$ cat config.mk
export PLATFORM = sky130hd
export DESIGN_NAME = rng_hub
export DESIGN_NICKNAME = d
export VERILOG_FILES = /design/src/design/rng_op_pkg.sv /design/src/design/rng_ctrl_pkg.sv /design/src/design/lcg_mul_lo.sv /design/src/design/lcg_core.sv /design/src/design/rng_arbiter.sv /design/src/design/rng_channel.sv /design/src/design/rng_hub.sv
export VERILOG_INCLUDE_DIRS = /design/src /design/src/design
export SDC_FILE = /design/constraint.sdc
export NUM_CORES = 1
export LEC_CHECK = 0
export ABC_AREA = 1
export BUFFER_PORTS_ARGS = -buffer_cell sky130_fd_sc_hd__buf_2
export CELL_PAD_IN_SITES_DETAIL_PLACEMENT = 1
export CELL_PAD_IN_SITES_GLOBAL_PLACEMENT = 1
export CORE_UTILIZATION = 52
export CTS_CLUSTER_SIZE = 25
export DETAILED_ROUTE_END_ITERATION = 7
export PLACE_DENSITY = 0.93
export SYNTH_ARGS = -nofsm -noshare
export SYNTH_HDL_FRONTEND = slang
export SYNTH_SLANG_ARGS = --single-unit
$ cat constraint.sdc
create_clock -name clock -period 15.5 [get_ports clock]
set_clock_uncertainty 0.05 [all_clocks]
set_input_delay 1.55 -clock clock [delete_from_list [all_inputs] [get_ports clock]]
set_output_delay 1.55 -clock clock [all_outputs]
set_load 0.02 [all_outputs]
$ cat src/design/rng_defs.svh
// Shared sizes and LCG constants for the RNG hub, included by any file that needs them.
`ifndef RNG_DEFS_SVH
`define RNG_DEFS_SVH

// ~~~~~~~~~~~~~~~~~~~~~~~~~~~~~~~~~~~~~~~~~~~~~~~~~~~~~~~~~~~~~~~~~~~~~~~~~~~
// Hub size.
`define RNG_NUM_CHANNELS 4

// ~~~~~~~~~~~~~~~~~~~~~~~~~~~~~~~~~~~~~~~~~~~~~~~~~~~~~~~~~~~~~~~~~~~~~~~~~~~
// Generator step x' = A*x + C mod 2^32.
`define RNG_LCG_A        32'd1664525
`define RNG_LCG_C        32'd1013904223
`define RNG_RESET_SEED   32'd123456789

// ~~~~~~~~~~~~~~~~~~~~~~~~~~~~~~~~~~~~~~~~~~~~~~~~~~~~~~~~~~~~~~~~~~~~~~~~~~~
// Buffering per channel.
`define RNG_REQ_DEPTH    2 // Also the client's starting request credits.
`define RNG_RSP_DEPTH    2
`define RNG_RSP_CREDITS  2 // Client receive buffer size.

`endif

$ cat src/design/rng_op_pkg.sv
// Client command set of the RNG hub, imported by blocks that decode commands.
`default_nettype none

package rng_op_pkg;

    // Client command opcode.
    typedef enum logic [0:0] {
        OP_NEXT = 1'b0, // Return the next word.
        OP_SEED = 1'b1  // Load a new state, no response.
    } rng_op_t;

endpackage

`default_nettype wire

$ cat src/design/rng_ctrl_pkg.sv
// Internal control types of the RNG hub, for channel indices and credit counts.
`default_nettype none

`include "rng_defs.svh"

package rng_ctrl_pkg;

    // Index of one client channel.
    typedef logic [$clog2(`RNG_NUM_CHANNELS)-1:0] chan_idx_t;

    // Credit counters and FIFO fill levels.
    typedef logic [2:0] credit_t;

endpackage

`default_nettype wire

$ cat src/design/lcg_mul_lo.sv
// Low 32 bits of an unsigned 32x32 product, summed in a partial-product adder tree.
`timescale 1ns/100ps
`default_nettype none

module lcg_mul_lo (
    input  wire logic [31:0] multiplicand,
    input  wire logic [31:0] multiplier,
    output logic      [31:0] product_lo
);

    logic [31:0] partial [32];
    logic [31:0] level1  [16];
    logic [31:0] level2  [8];
    logic [31:0] level3  [4];
    logic [31:0] level4  [2];
    logic [31:0] level5  [1];

    // One row per multiplier bit, already shifted and cut to 32 bits.
    for (genvar i = 0; i < 32; i++) begin : gen_partial
        assign partial[i] = (multiplicand & {32{multiplier[i]}}) << i;
    end

    // ~~~~~~~~~~~~~~~~~~~~~~~~~~~~~~~~~~~~~~~~~~~~~~~~~~~~~~~~~~~~~~~~~~~~~~~
    // Binary adder tree. Carries past bit 31 drop out.
    for (genvar i = 0; i < 16; i++) begin : gen_level1
        assign level1[i] = partial[2*i] + partial[2*i+1];
    end

    for (genvar i = 0; i < 8; i++) begin : gen_level2
        assign level2[i] = level1[2*i] + level1[2*i+1];
    end

    for (genvar i = 0; i < 4; i++) begin : gen_level3
        assign level3[i] = level2[2*i] + level2[2*i+1];
    end

    for (genvar i = 0; i < 2; i++) begin : gen_level4
        assign level4[i] = level3[2*i] + level3[2*i+1];
    end

    for (genvar i = 0; i < 1; i++) begin : gen_level5
        assign level5[i] = level4[2*i] + level4[2*i+1];
    end

    assign product_lo = level5[0];

endmodule

`default_nettype wire

$ cat src/design/lcg_core.sv
// Shared LCG state register, stepped or reseeded by the arbiter each cycle.
`timescale 1ns/100ps
`default_nettype none

`include "rng_defs.svh"

module lcg_core (
    input  wire logic        clock,
    input  wire logic        reset,
    input  wire logic        step,
    input  wire logic        load,
    input  wire logic [31:0] load_value,
    output logic      [31:0] next_value
);

    logic [31:0] state;
    logic [31:0] product_lo;

    lcg_mul_lo i_mul (
        .multiplicand (`RNG_LCG_A),
        .multiplier   (state),
        .product_lo   (product_lo)
    );

    assign next_value = product_lo + `RNG_LCG_C; // Word handed to the granted channel.

    always_ff @(posedge clock) begin
        if (reset) begin
            state <= `RNG_RESET_SEED;
        end else if (load) begin
            state <= load_value;
        end else if (step) begin
            state <= next_value;
        end
    end

endmodule

`default_nettype wire

$ cat src/design/rng_arbiter.sv
// Round-robin arbiter giving the generator to one channel per cycle.
`timescale 1ns/100ps
`default_nettype none

`include "rng_defs.svh"

module rng_arbiter (
    input  wire logic                                         clock,
    input  wire logic                                         reset,
    input  wire logic                [`RNG_NUM_CHANNELS-1:0]  arb_req,
    input  wire rng_op_pkg::rng_op_t [`RNG_NUM_CHANNELS-1:0]  arb_op,
    input  wire logic [`RNG_NUM_CHANNELS-1:0][31:0]           arb_seed,
    output logic                     [`RNG_NUM_CHANNELS-1:0]  grant,
    output logic                                              step,
    output logic                                              load,
    output logic                     [31:0]                   load_value
);

    import rng_op_pkg::*;
    import rng_ctrl_pkg::*;

    chan_idx_t pointer;
    chan_idx_t winner;
    logic      found;

    // Channel at a given distance past the pointer.
    function automatic chan_idx_t rr_index(input chan_idx_t base, input int offset);
        int sum;
        sum = int'(base) + offset;
        return chan_idx_t'(sum % `RNG_NUM_CHANNELS);
    endfunction

    // ~~~~~~~~~~~~~~~~~~~~~~~~~~~~~~~~~~~~~~~~~~~~~~~~~~~~~~~~~~~~~~~~~~~~~~~
    // First requester at or after the pointer.
    always_comb begin
        found  = 1'b0;
        winner = pointer;
        grant  = '0;
        for (int k = 0; k < `RNG_NUM_CHANNELS; k++) begin
            if (!found && arb_req[rr_index(pointer, k)]) begin
                found  = 1'b1;
                winner = rr_index(pointer, k);
            end
        end
        if (found) begin
            grant[winner] = 1'b1;
        end
    end

    assign step       = found && (arb_op[winner] == OP_NEXT);
    assign load       = found && (arb_op[winner] == OP_SEED);
    assign load_value = arb_seed[winner];

    always_ff @(posedge clock) begin
        if (reset) begin
            pointer <= '0;
        end else if (found) begin
            pointer <= (winner == chan_idx_t'(`RNG_NUM_CHANNELS - 1)) ? '0
                                                                       : winner + chan_idx_t'(1);
        end
    end

endmodule

`default_nettype wire

$ cat src/design/rng_channel.sv
// One client channel of the hub with request and response FIFOs and credit flow control.
`timescale 1ns/100ps
`default_nettype none

`include "rng_defs.svh"

module rng_channel (
    input  wire logic                clock,
    input  wire logic                reset,
    input  wire logic                req_valid,
    input  wire rng_op_pkg::rng_op_t req_op,
    input  wire logic         [31:0] req_seed,
    output logic                     req_credit,
    output logic                     rsp_valid,
    output logic              [31:0] rsp_data,
    input  wire logic                rsp_credit,
    output logic                     arb_req,
    output rng_op_pkg::rng_op_t      arb_op,
    output logic              [31:0] arb_seed,
    input  wire logic                grant,
    input  wire logic         [31:0] next_value
);

    import rng_op_pkg::*;
    import rng_ctrl_pkg::*;

    localparam int REQ_AW = $clog2(`RNG_REQ_DEPTH);
    localparam int RSP_AW = $clog2(`RNG_RSP_DEPTH);

    // ~~~~~~~~~~~~~~~~~~~~~~~~~~~~~~~~~~~~~~~~~~~~~~~~~~~~~~~~~~~~~~~~~~~~~~~
    // Request FIFO of op/seed pairs.
    rng_op_t           req_op_mem   [`RNG_REQ_DEPTH];
    logic       [31:0] req_seed_mem [`RNG_REQ_DEPTH];
    logic [REQ_AW-1:0] req_wr_ptr;
    logic [REQ_AW-1:0] req_rd_ptr;
    credit_t           req_count;
    logic              req_push;
    logic              req_pop;

    assign req_push = req_valid; // Client only sends while holding a credit.
    assign req_pop  = grant;
    assign arb_op   = req_op_mem[req_rd_ptr];
    assign arb_seed = req_seed_mem[req_rd_ptr];

    always_ff @(posedge clock) begin
        if (req_push) begin
            req_op_mem[req_wr_ptr]   <= req_op;
            req_seed_mem[req_wr_ptr] <= req_seed;
        end
    end

    always_ff @(posedge clock) begin
        if (reset) begin
            req_wr_ptr <= '0;
            req_rd_ptr <= '0;
            req_count  <= '0;
            req_credit <= 1'b0;
        end else begin
            req_credit <= req_pop; // One credit back per popped command.
            if (req_push) begin
                req_wr_ptr <= (req_wr_ptr == REQ_AW'(`RNG_REQ_DEPTH - 1)) ? '0
                                                                          : req_wr_ptr + 1'b1;
            end
            if (req_pop) begin
                req_rd_ptr <= (req_rd_ptr == REQ_AW'(`RNG_REQ_DEPTH - 1)) ? '0
                                                                          : req_rd_ptr + 1'b1;
            end
            if (req_push && !req_pop) begin
                req_count <= req_count + credit_t'(1);
            end else if (!req_push && req_pop) begin
                req_count <= req_count - credit_t'(1);
            end
        end
    end

    // ~~~~~~~~~~~~~~~~~~~~~~~~~~~~~~~~~~~~~~~~~~~~~~~~~~~~~~~~~~~~~~~~~~~~~~~
    // Response FIFO of generated words.
    logic       [31:0] rsp_mem [`RNG_RSP_DEPTH];
    logic [RSP_AW-1:0] rsp_wr_ptr;
    logic [RSP_AW-1:0] rsp_rd_ptr;
    credit_t           rsp_count;
    credit_t           rsp_credits;
    logic              rsp_push;
    logic              rsp_pop;

    // A draw needs a free response slot before it may ask for the generator.
    assign arb_req = (req_count != '0)
                  && ((arb_op == OP_SEED) || (rsp_count != credit_t'(`RNG_RSP_DEPTH)));

    assign rsp_push  = grant && (arb_op == OP_NEXT);
    assign rsp_valid = (rsp_count != '0) && (rsp_credits != '0);
    assign rsp_pop   = rsp_valid;
    assign rsp_data  = rsp_mem[rsp_rd_ptr];

    always_ff @(posedge clock) begin
        if (rsp_push) begin
            rsp_mem[rsp_wr_ptr] <= next_value;
        end
    end

    always_ff @(posedge clock) begin
        if (reset) begin
            rsp_wr_ptr  <= '0;
            rsp_rd_ptr  <= '0;
            rsp_count   <= '0;
            rsp_credits <= credit_t'(`RNG_RSP_CREDITS);
        end else begin
            if (rsp_push) begin
                rsp_wr_ptr <= (rsp_wr_ptr == RSP_AW'(`RNG_RSP_DEPTH - 1)) ? '0
                                                                          : rsp_wr_ptr + 1'b1;
            end
            if (rsp_pop) begin
                rsp_rd_ptr <= (rsp_rd_ptr == RSP_AW'(`RNG_RSP_DEPTH - 1)) ? '0
                                                                          : rsp_rd_ptr + 1'b1;
            end
            if (rsp_push && !rsp_pop) begin
                rsp_count <= rsp_count + credit_t'(1);
            end else if (!rsp_push && rsp_pop) begin
                rsp_count <= rsp_count - credit_t'(1);
            end
            if (rsp_pop && !rsp_credit) begin
                rsp_credits <= rsp_credits - credit_t'(1); // Word sent.
            end else if (!rsp_pop && rsp_credit) begin
                rsp_credits <= rsp_credits + credit_t'(1); // Client slot freed.
            end
        end
    end

endmodule

`default_nettype wire

$ cat src/design/rng_hub.sv
// Top of the shared RNG service, wiring the client channels, the arbiter and the LCG core.
`timescale 1ns/100ps
`default_nettype none

`include "rng_defs.svh"

module rng_hub (
    input  wire logic                                         clock,
    input  wire logic                                         reset,
    input  wire logic                [`RNG_NUM_CHANNELS-1:0]  req_valid,
    input  wire rng_op_pkg::rng_op_t [`RNG_NUM_CHANNELS-1:0]  req_op,
    input  wire logic [`RNG_NUM_CHANNELS-1:0][31:0]           req_seed,
    output logic                     [`RNG_NUM_CHANNELS-1:0]  req_credit,
    output logic                     [`RNG_NUM_CHANNELS-1:0]  rsp_valid,
    output logic [`RNG_NUM_CHANNELS-1:0][31:0]                rsp_data,
    input  wire logic                [`RNG_NUM_CHANNELS-1:0]  rsp_credit
);

    import rng_op_pkg::*;

    logic    [`RNG_NUM_CHANNELS-1:0]       arb_req;
    rng_op_t [`RNG_NUM_CHANNELS-1:0]       arb_op;
    logic    [`RNG_NUM_CHANNELS-1:0][31:0] arb_seed;
    logic    [`RNG_NUM_CHANNELS-1:0]       grant;
    logic                                  step;
    logic                                  load;
    logic    [31:0]                        load_value;
    logic    [31:0]                        next_value;

    for (genvar c = 0; c < `RNG_NUM_CHANNELS; c++) begin : gen_channel
        rng_channel i_channel (
            .clock      (clock),
            .reset      (reset),
            .req_valid  (req_valid[c]),
            .req_op     (req_op[c]),
            .req_seed   (req_seed[c]),
            .req_credit (req_credit[c]),
            .rsp_valid  (rsp_valid[c]),
            .rsp_data   (rsp_data[c]),
            .rsp_credit (rsp_credit[c]),
            .arb_req    (arb_req[c]),
            .arb_op     (arb_op[c]),
            .arb_seed   (arb_seed[c]),
            .grant      (grant[c]),
            .next_value (next_value) // Shared word, only the granted channel keeps it.
        );
    end

    rng_arbiter i_arbiter (
        .clock      (clock),
        .reset      (reset),
        .arb_req    (arb_req),
        .arb_op     (arb_op),
        .arb_seed   (arb_seed),
        .grant      (grant),
        .step       (step),
        .load       (load),
        .load_value (load_value)
    );

    lcg_core i_core (
        .clock      (clock),
        .reset      (reset),
        .step       (step),
        .load       (load),
        .load_value (load_value),
        .next_value (next_value)
    );

endmodule

`default_nettype wire

; ---- Word-level counts from Yosys, hierarchy flattened
; Memories as Yosys holds them, arrays and structs flattened. A register that Yosys moved wholly into a read port is not among the register bits.
; Cells that the tools add are included.
[word_totals]
elab_cells = 337
out_inout_bits = 136
memories = 12
regBits = 90
mem_bits_rw = 520
[mem_list]
columns = name, words, width, rd, rd_clocked_by_memory_dff, wr, line_no
row1 = gen_channel[0].i_channel.req_seed_mem, 2, 32, 1, 1, 1, rng_channel.sv:33  ; logic [31:0] req_seed_mem [`RNG_REQ_DEPTH];
row2 = gen_channel[0].i_channel.rsp_mem, 2, 32, 1, 1, 1, rng_channel.sv:78  ; logic [31:0] rsp_mem [`RNG_RSP_DEPTH];
row3 = gen_channel[1].i_channel.req_seed_mem, 2, 32, 1, 1, 1, rng_channel.sv:33
row4 = gen_channel[1].i_channel.rsp_mem, 2, 32, 1, 1, 1, rng_channel.sv:78
row5 = gen_channel[2].i_channel.req_seed_mem, 2, 32, 1, 1, 1, rng_channel.sv:33
row6 = gen_channel[2].i_channel.rsp_mem, 2, 32, 1, 1, 1, rng_channel.sv:78
row7 = +6 memories, -, -, -, -, -, -
[classes]
eq_ne = 5
n_bitwise = 5
addsub = 76
n_mux = 105
reduce_logical = 94
order_cmp = 6
[op_table]
columns = cell, n
row1 = 32-bit adder, 13
row2 = 31-bit by 32-bit adder with 32-bit output, 6
row3 = 32-bit 2-to-1 mux, 3
row4 = 3-bit 2-to-1 mux, 24
row5 = 1-bit 2-to-1 mux, 66
row6 = 32-bit by 30-bit adder with 32-bit output, 2
row7 = 32-bit binary-select mux with 2-bit select, 1
row8 = 1-bit logical AND, 42
row9 = "3-bit by 1-bit adder with 3-bit output, second input constant", 12
row10 = 3-bit nonzero test, 12
row11 = "3-bit by 1-bit subtractor with 3-bit output, second input constant", 12
row12 = 30-bit by 31-bit adder with 32-bit output, 1
row13 = 32-bit by 27-bit adder with 32-bit output, 1
row14 = "32-bit by 30-bit adder with 32-bit output, second input constant", 1
row15 = 29-bit by 30-bit adder with 31-bit output, 1
row16 = 27-bit by 29-bit adder with 30-bit output, 1
row17 = 28-bit by 29-bit adder with 30-bit output, 1
row18 = 27-bit by 28-bit adder with 29-bit output, 1
row19 = 25-bit by 26-bit adder with 27-bit output, 1
row20 = 23-bit by 25-bit adder with 26-bit output, 1
row21 = 2-bit nonzero test, 13
row22 = 23-bit by 24-bit adder with 25-bit output, 1
row23 = 21-bit by 22-bit adder with 23-bit output, 1
row24 = 1-bit zero test, 23
row25 = 13 further kinds, 51

; ---- Depth between registers and ports, before layout
[depth]
ltp_word = 25
depth_mapped = 35

; ---- Modules after synthesis
; From an unflattened synthesis, not the netlist that was laid out.
[hier_totals]
cells_unflattened = 4421
hier_area_um2 = 43187.7
[by_module_without_submodules]
columns = module, area_each_um2, cells_each, seq_area_each_um2, n_inst
row1 = lcg_mul_lo, 15985.3, 2072, 0.0, 1
row2 = rng_channel at gen_channel[1].i_channel ..., 5676.7, 382, 4224.1, 2
row3 = rng_channel at gen_channel[0].i_channel ..., 5664.2, 382, 4224.1, 2
row4 = lcg_core, 2742.6, 459, 640.6, 1
row5 = rng_arbiter, 1778.0, 362, 40.0, 1

; ---- Least setup slack after synthesis
; OpenSTA, ideal clock, no wires.
[synth_timing]
kind = reg-to-reg
from = register i_core.state[2]
to = register i_core.state[30]
arrival_time_ps = 6874
path_stages_with_launch = 33
path_slack_ps = 8520
path_cell_list = dfxtp_1 -> ha_1 -> ha_1 -> inv_1 -> fa_1 -> o31ai_1 -> a31oi_1 -> o21ai_0 -> nand2_1 -> nand2_1 -> nand2_1 -> o21bai_1 -> nand3_1 -> nand2_1 -> xor2_1 -> fa_1 -> inv_1 -> fa_1 -> fa_1 -> inv_1 -> fa_1 -> fa_1 -> ha_1 -> a21oi_1 -> o21ai_0 -> a21oi_1 -> o21ai_0 -> a21oi_1 -> xor2_1 -> nand2_1 -> nand3_1 -> nand2_1 -> inv_1
[synth_between]
elab_chain_len = 8
[synth_rtl]
columns = item, line_no
row1 = start: declaration, lcg_core.sv:16  ; logic [31:0] state;
row2 = start signal: assignment, lcg_core.sv:29  ; state <= `RNG_RESET_SEED;
row3 = start signal: assignment, lcg_core.sv:31  ; state <= load_value;
row4 = start signal: assignment, lcg_core.sv:33  ; state <= next_value;
row5 = 23-bit by 24-bit adder with 25-bit output, lcg_mul_lo.sv:26  ; assign level1[i] = partial[2*i] + partial[2*i+1];
row6 = 23-bit by 25-bit adder with 26-bit output, lcg_mul_lo.sv:30  ; assign level2[i] = level1[2*i] + level1[2*i+1];
row7 = 32-bit adder, lcg_mul_lo.sv:34  ; assign level3[i] = level2[2*i] + level2[2*i+1];
row8 = 32-bit adder, lcg_mul_lo.sv:38  ; assign level4[i] = level3[2*i] + level3[2*i+1];
row9 = 32-bit adder, lcg_mul_lo.sv:42  ; assign level5[i] = level4[2*i] + level4[2*i+1];
row10 = 32-bit by 30-bit adder with 32-bit output (no line), -
row11 = via gen_channel[0].i_channel.next_value[30], rng_channel.sv:21  ; input wire logic [31:0] next_value
row12 = 32-bit 2-to-1 mux, lcg_core.sv:32  ; end else if (step) begin
row13 = 32-bit 2-to-1 mux, lcg_core.sv:30  ; end else if (load) begin
; The timed path passes the listed nets, and every way through them passes these cells. The select of a mux whose other input is x is not followed.
; A chain may end at the register's enable or synchronous reset.

; ---- Final worst setup path
[layout_timing]
from = register i_core.state[1]
to = register i_core.state[29]
[layout_between]
elab_chain_len = 8
[layout_rtl]
columns = item, line_no
row1 = 21-bit by 22-bit adder with 23-bit output, lcg_mul_lo.sv:26
row2 = 23-bit by 25-bit adder with 26-bit output, lcg_mul_lo.sv:30
row3 = 32-bit adder, lcg_mul_lo.sv:34
row4 = 32-bit adder, lcg_mul_lo.sv:38
row5 = 32-bit adder, lcg_mul_lo.sv:42
row6 = 32-bit by 30-bit adder with 32-bit output (no line), -
row7 = via gen_channel[0].i_channel.next_value[29], rng_channel.sv:21
row8 = 32-bit 2-to-1 mux, lcg_core.sv:32
row9 = 32-bit 2-to-1 mux, lcg_core.sv:30
; The timed path passes the listed nets, and every way through them passes these cells. The select of a mux whose other input is x is not followed.

==> results_dict.tcl <==
set metrics [dict create \
    final.period_utilization 0.5215 \
    finalNetCount 3347 \
    pin_count 278 \
    root_buffer "clkbuf_16" \
    worstSetupPathType "register to register" \
    drtIter0Drc 1744 \
    final_util 0.6010 \
    numCtsBuffers 67 \
    routed_via_density 5.797 \
    synth.distinct_cells 43 \
    syn_area_per_cell_um2 11.80 \
    yosys-top-cells-area "edfxtp_1 (50%), fa_1 (8.4%), ha_1 (6.6%)" \
    fill_cells 6077 \
    fin_hold_ws_ns 0.4069 \
    multi_input_area_mm2 0.01192 \
    cts_tree "yes" \
    slew_violations 0 \
    critical_path.slowest_cell "xor2_1" \
    crit_buf_inv 6 \
    crit_path_max_fanout 9 \
    grt_start_max_net_pins 77 \
    placement.io_buffers 277 \
    area_growth_syn_to_layout_pct 14.08 \
    grt_pass1_wl_um 143000 \
    firstDrtPassIters 5 \
    insertion_delay_ns 0.62 \
    arrival_ns 8.59 \
    place_area_mm2 0.03322 \
    timing.final.hold_violations 0 \
    hold_path.class "register to register" \
    cts_htree_levels 3 \
    num_rows 89 \
    synth_area_mm2 0.03109 \
    async_flop_share 0 \
    cts.sinks 618 \
    overflow 0 \
    grt_pass1_vias 23900 \
    relSlewSlack 0.08858 \
    drive_gt1_frac 0.2034 \
    synth_top_area_share 0.5022 \
    post_cts_buffers 0 \
    setup_viol 0 \
    die_w_um 246.5 \
    fmax_mhz 123.7 \
    critical_path.top_delay_family "adder cells" \
    gp_congestion 0.9184 \
    cp-end-kind "register" \
    antenna_found_initial 11 \
    die_area_mm2 0.06077 \
    synth_most_common_cell "edfxtp_1" \
    vias 21710 \
    start_util 0.5268 \
    drcViolationCount 0 \
    status "complete, no violations" \
    synthTopCellsByCount "edfxtp_1 (520), nand2_1 (347), inv_1 (306)" \
    cts_resized 0 \
    synth_nets 3069 \
    regArea_mm2 0.01758 \
    hold_buffers 0 \
    grtUsageTotal 0.3186 \
    tightestPinTransition_ns 1.363 \
    cts_buffer_depth 3 \
    core-area_mm2 0.05902 \
    syn_inst 2634 \
    synth_top_cell_by_area "edfxtp_1" \
    setup.worst_path.start_class "register" \
    place_hpwl_um 67800 \
    cap_viol_max_count 0 \
    synth-warning-count 0 \
    rsz0062_at_grt "false" \
    ys.flop_type "edfxtp_1" \
    ant_nets 0 \
    synth_seq_area_share 0.5653 \
    routed_wl_um 95810 \
    required_ns 16.01 \
    cp_slowest_stage_delay_ns 0.56 \
    clk_pin_slew_ns 0.06 \
    post_drt_wl_per_cell_um 25.58 \
    die_h_um 246.5 \
    synth_edf_count 520 \
    ys_ff_latch 618 \
    critPathMostFrequentCell "nand2_1" \
    fin_crit_ns 8.083 \
    design_area_mm2 0.03547 \
    setup_tns_ns 0 \
]
==> cells by family after synthesis <==
group                    after synthesis  share of synthesized area
AO/OA/AOI/OAI                        366                    0.06237
multiplexers                         138                    0.04958
adder cells (fa/ha/maj)              293                     0.1493
flip-flops                           618                     0.5653
buffers and inverters                406                    0.05312
XOR/XNOR                              66                    0.01883
AND/OR/NAND/NOR                      747                     0.1015
==> worst reg2reg max path, delay by kind of cell (launching register included) <==
| kind | cells | cell delay (ns) |
|---|---|---|
| adders and majority gates | 8 | 3.66 |
| DFF | 1 | 0.48 |
| buffers and inverters | 6 | 0.55 |
| and+or+nand+nor | 14 | 1.56 |
| AOI/OAI and AO/OA | 4 | 0.91 |
| xor gates and xnor gates | 2 | 0.85 |
==> cell type report <==
type | instances | share of cell area
Clock buffer | 84 | 0.05023
Inverter | 313 | 0.03341
Sequential cell | 618 | 0.4956
Multi-Input combinational cell | 1610 | 0.3360
Clock inverter | 38 | 0.01270
Timing Repair Buffer | 302 | 0.04438
Antenna cell | 7 | 0.0004939
Tap cell | 773 | 0.02727
==> cell usage in the layout (no fill, tap or decap), drive strengths merged, types with 22 or more instances in the layout <==
cell | Yosys | routed
ha | 163 | 163
clkinv | 0 | 24
or2 | 28 | 28
nand3 | 122 | 122
buf | 54 | 302
fa | 130 | 130
mux2 | 128 | 128
clkbuf | 39 | 84
nor2 | 221 | 221
o21ai | 186 | 186
xnor2 | 22 | 22
a21oi | 137 | 137
xor2 | 44 | 44
dfxtp | 98 | 98
edfxtp | 520 | 520
nand2 | 362 | 362
inv | 313 | 317
==> layer usage <==
layer / global-route usage / wire length [um] / vias up
met3: 0.05392 / 6978 / 242
met2: 0.5583 / 48270 / 971
li1: - / - / 9523
met5: 0 / 8 / -
met1: 0.3764 / 35810 / 10970
met4: 0.1610 / 4743 / 2
==> registers in the layout, summed over array words and instances, names as in the netlist, 8 cells and up, named ones only <==
register / flops
gen_channel.i_channel.rsp_credits: 12
gen_channel.i_channel.req_op_mem: 8
gen_channel.i_channel.req_seed_mem: 256
gen_channel.i_channel.rsp_mem: 256
gen_channel.i_channel.req_count: 12
i_core.state: 32
gen_channel.i_channel.rsp_count: 12
==> per-stage QoR <==
| stage | instances | setup slack, ns |
|---|---|---|
| 2_1_floorplan | 2634 | 8.520 |
| 3_3_place_gp | 3616 | 7.758 |
| 3_5_place_dp | 3616 | 7.494 |
| 4_1_cts | 3738 | 7.473 |
| 5_1_grt | 3741 | 6.785 |
| 6_report | 3745 | 7.417 |
==> path summary, 6_finish.rpt <==
kind	slack, ns	cells after the start	startpoint	end
setup / recovery	7.42	34	i_core.state[1]$_SDFFE_PP0P_	i_core.state[29]$_SDFFE_PP0P_
hold / removal	0.41	1	gen_channel[2].i_channel.req_rd_ptr$_SDFFE_PP0P_	gen_channel[2].i_channel.req_rd_ptr$_SDFFE_PP0P_
setup reg to reg	7.42	34	i_core.state[1]$_SDFFE_PP0P_	i_core.state[29]$_SDFFE_PP0P_
hold reg to reg	0.41	1	gen_channel[2].i_channel.req_rd_ptr$_SDFFE_PP0P_	gen_channel[2].i_channel.req_rd_ptr$_SDFFE_PP0P_
Power is not shown: default switching activity piles up to over one toggle a cycle in this logic, so the estimate is an artifact.
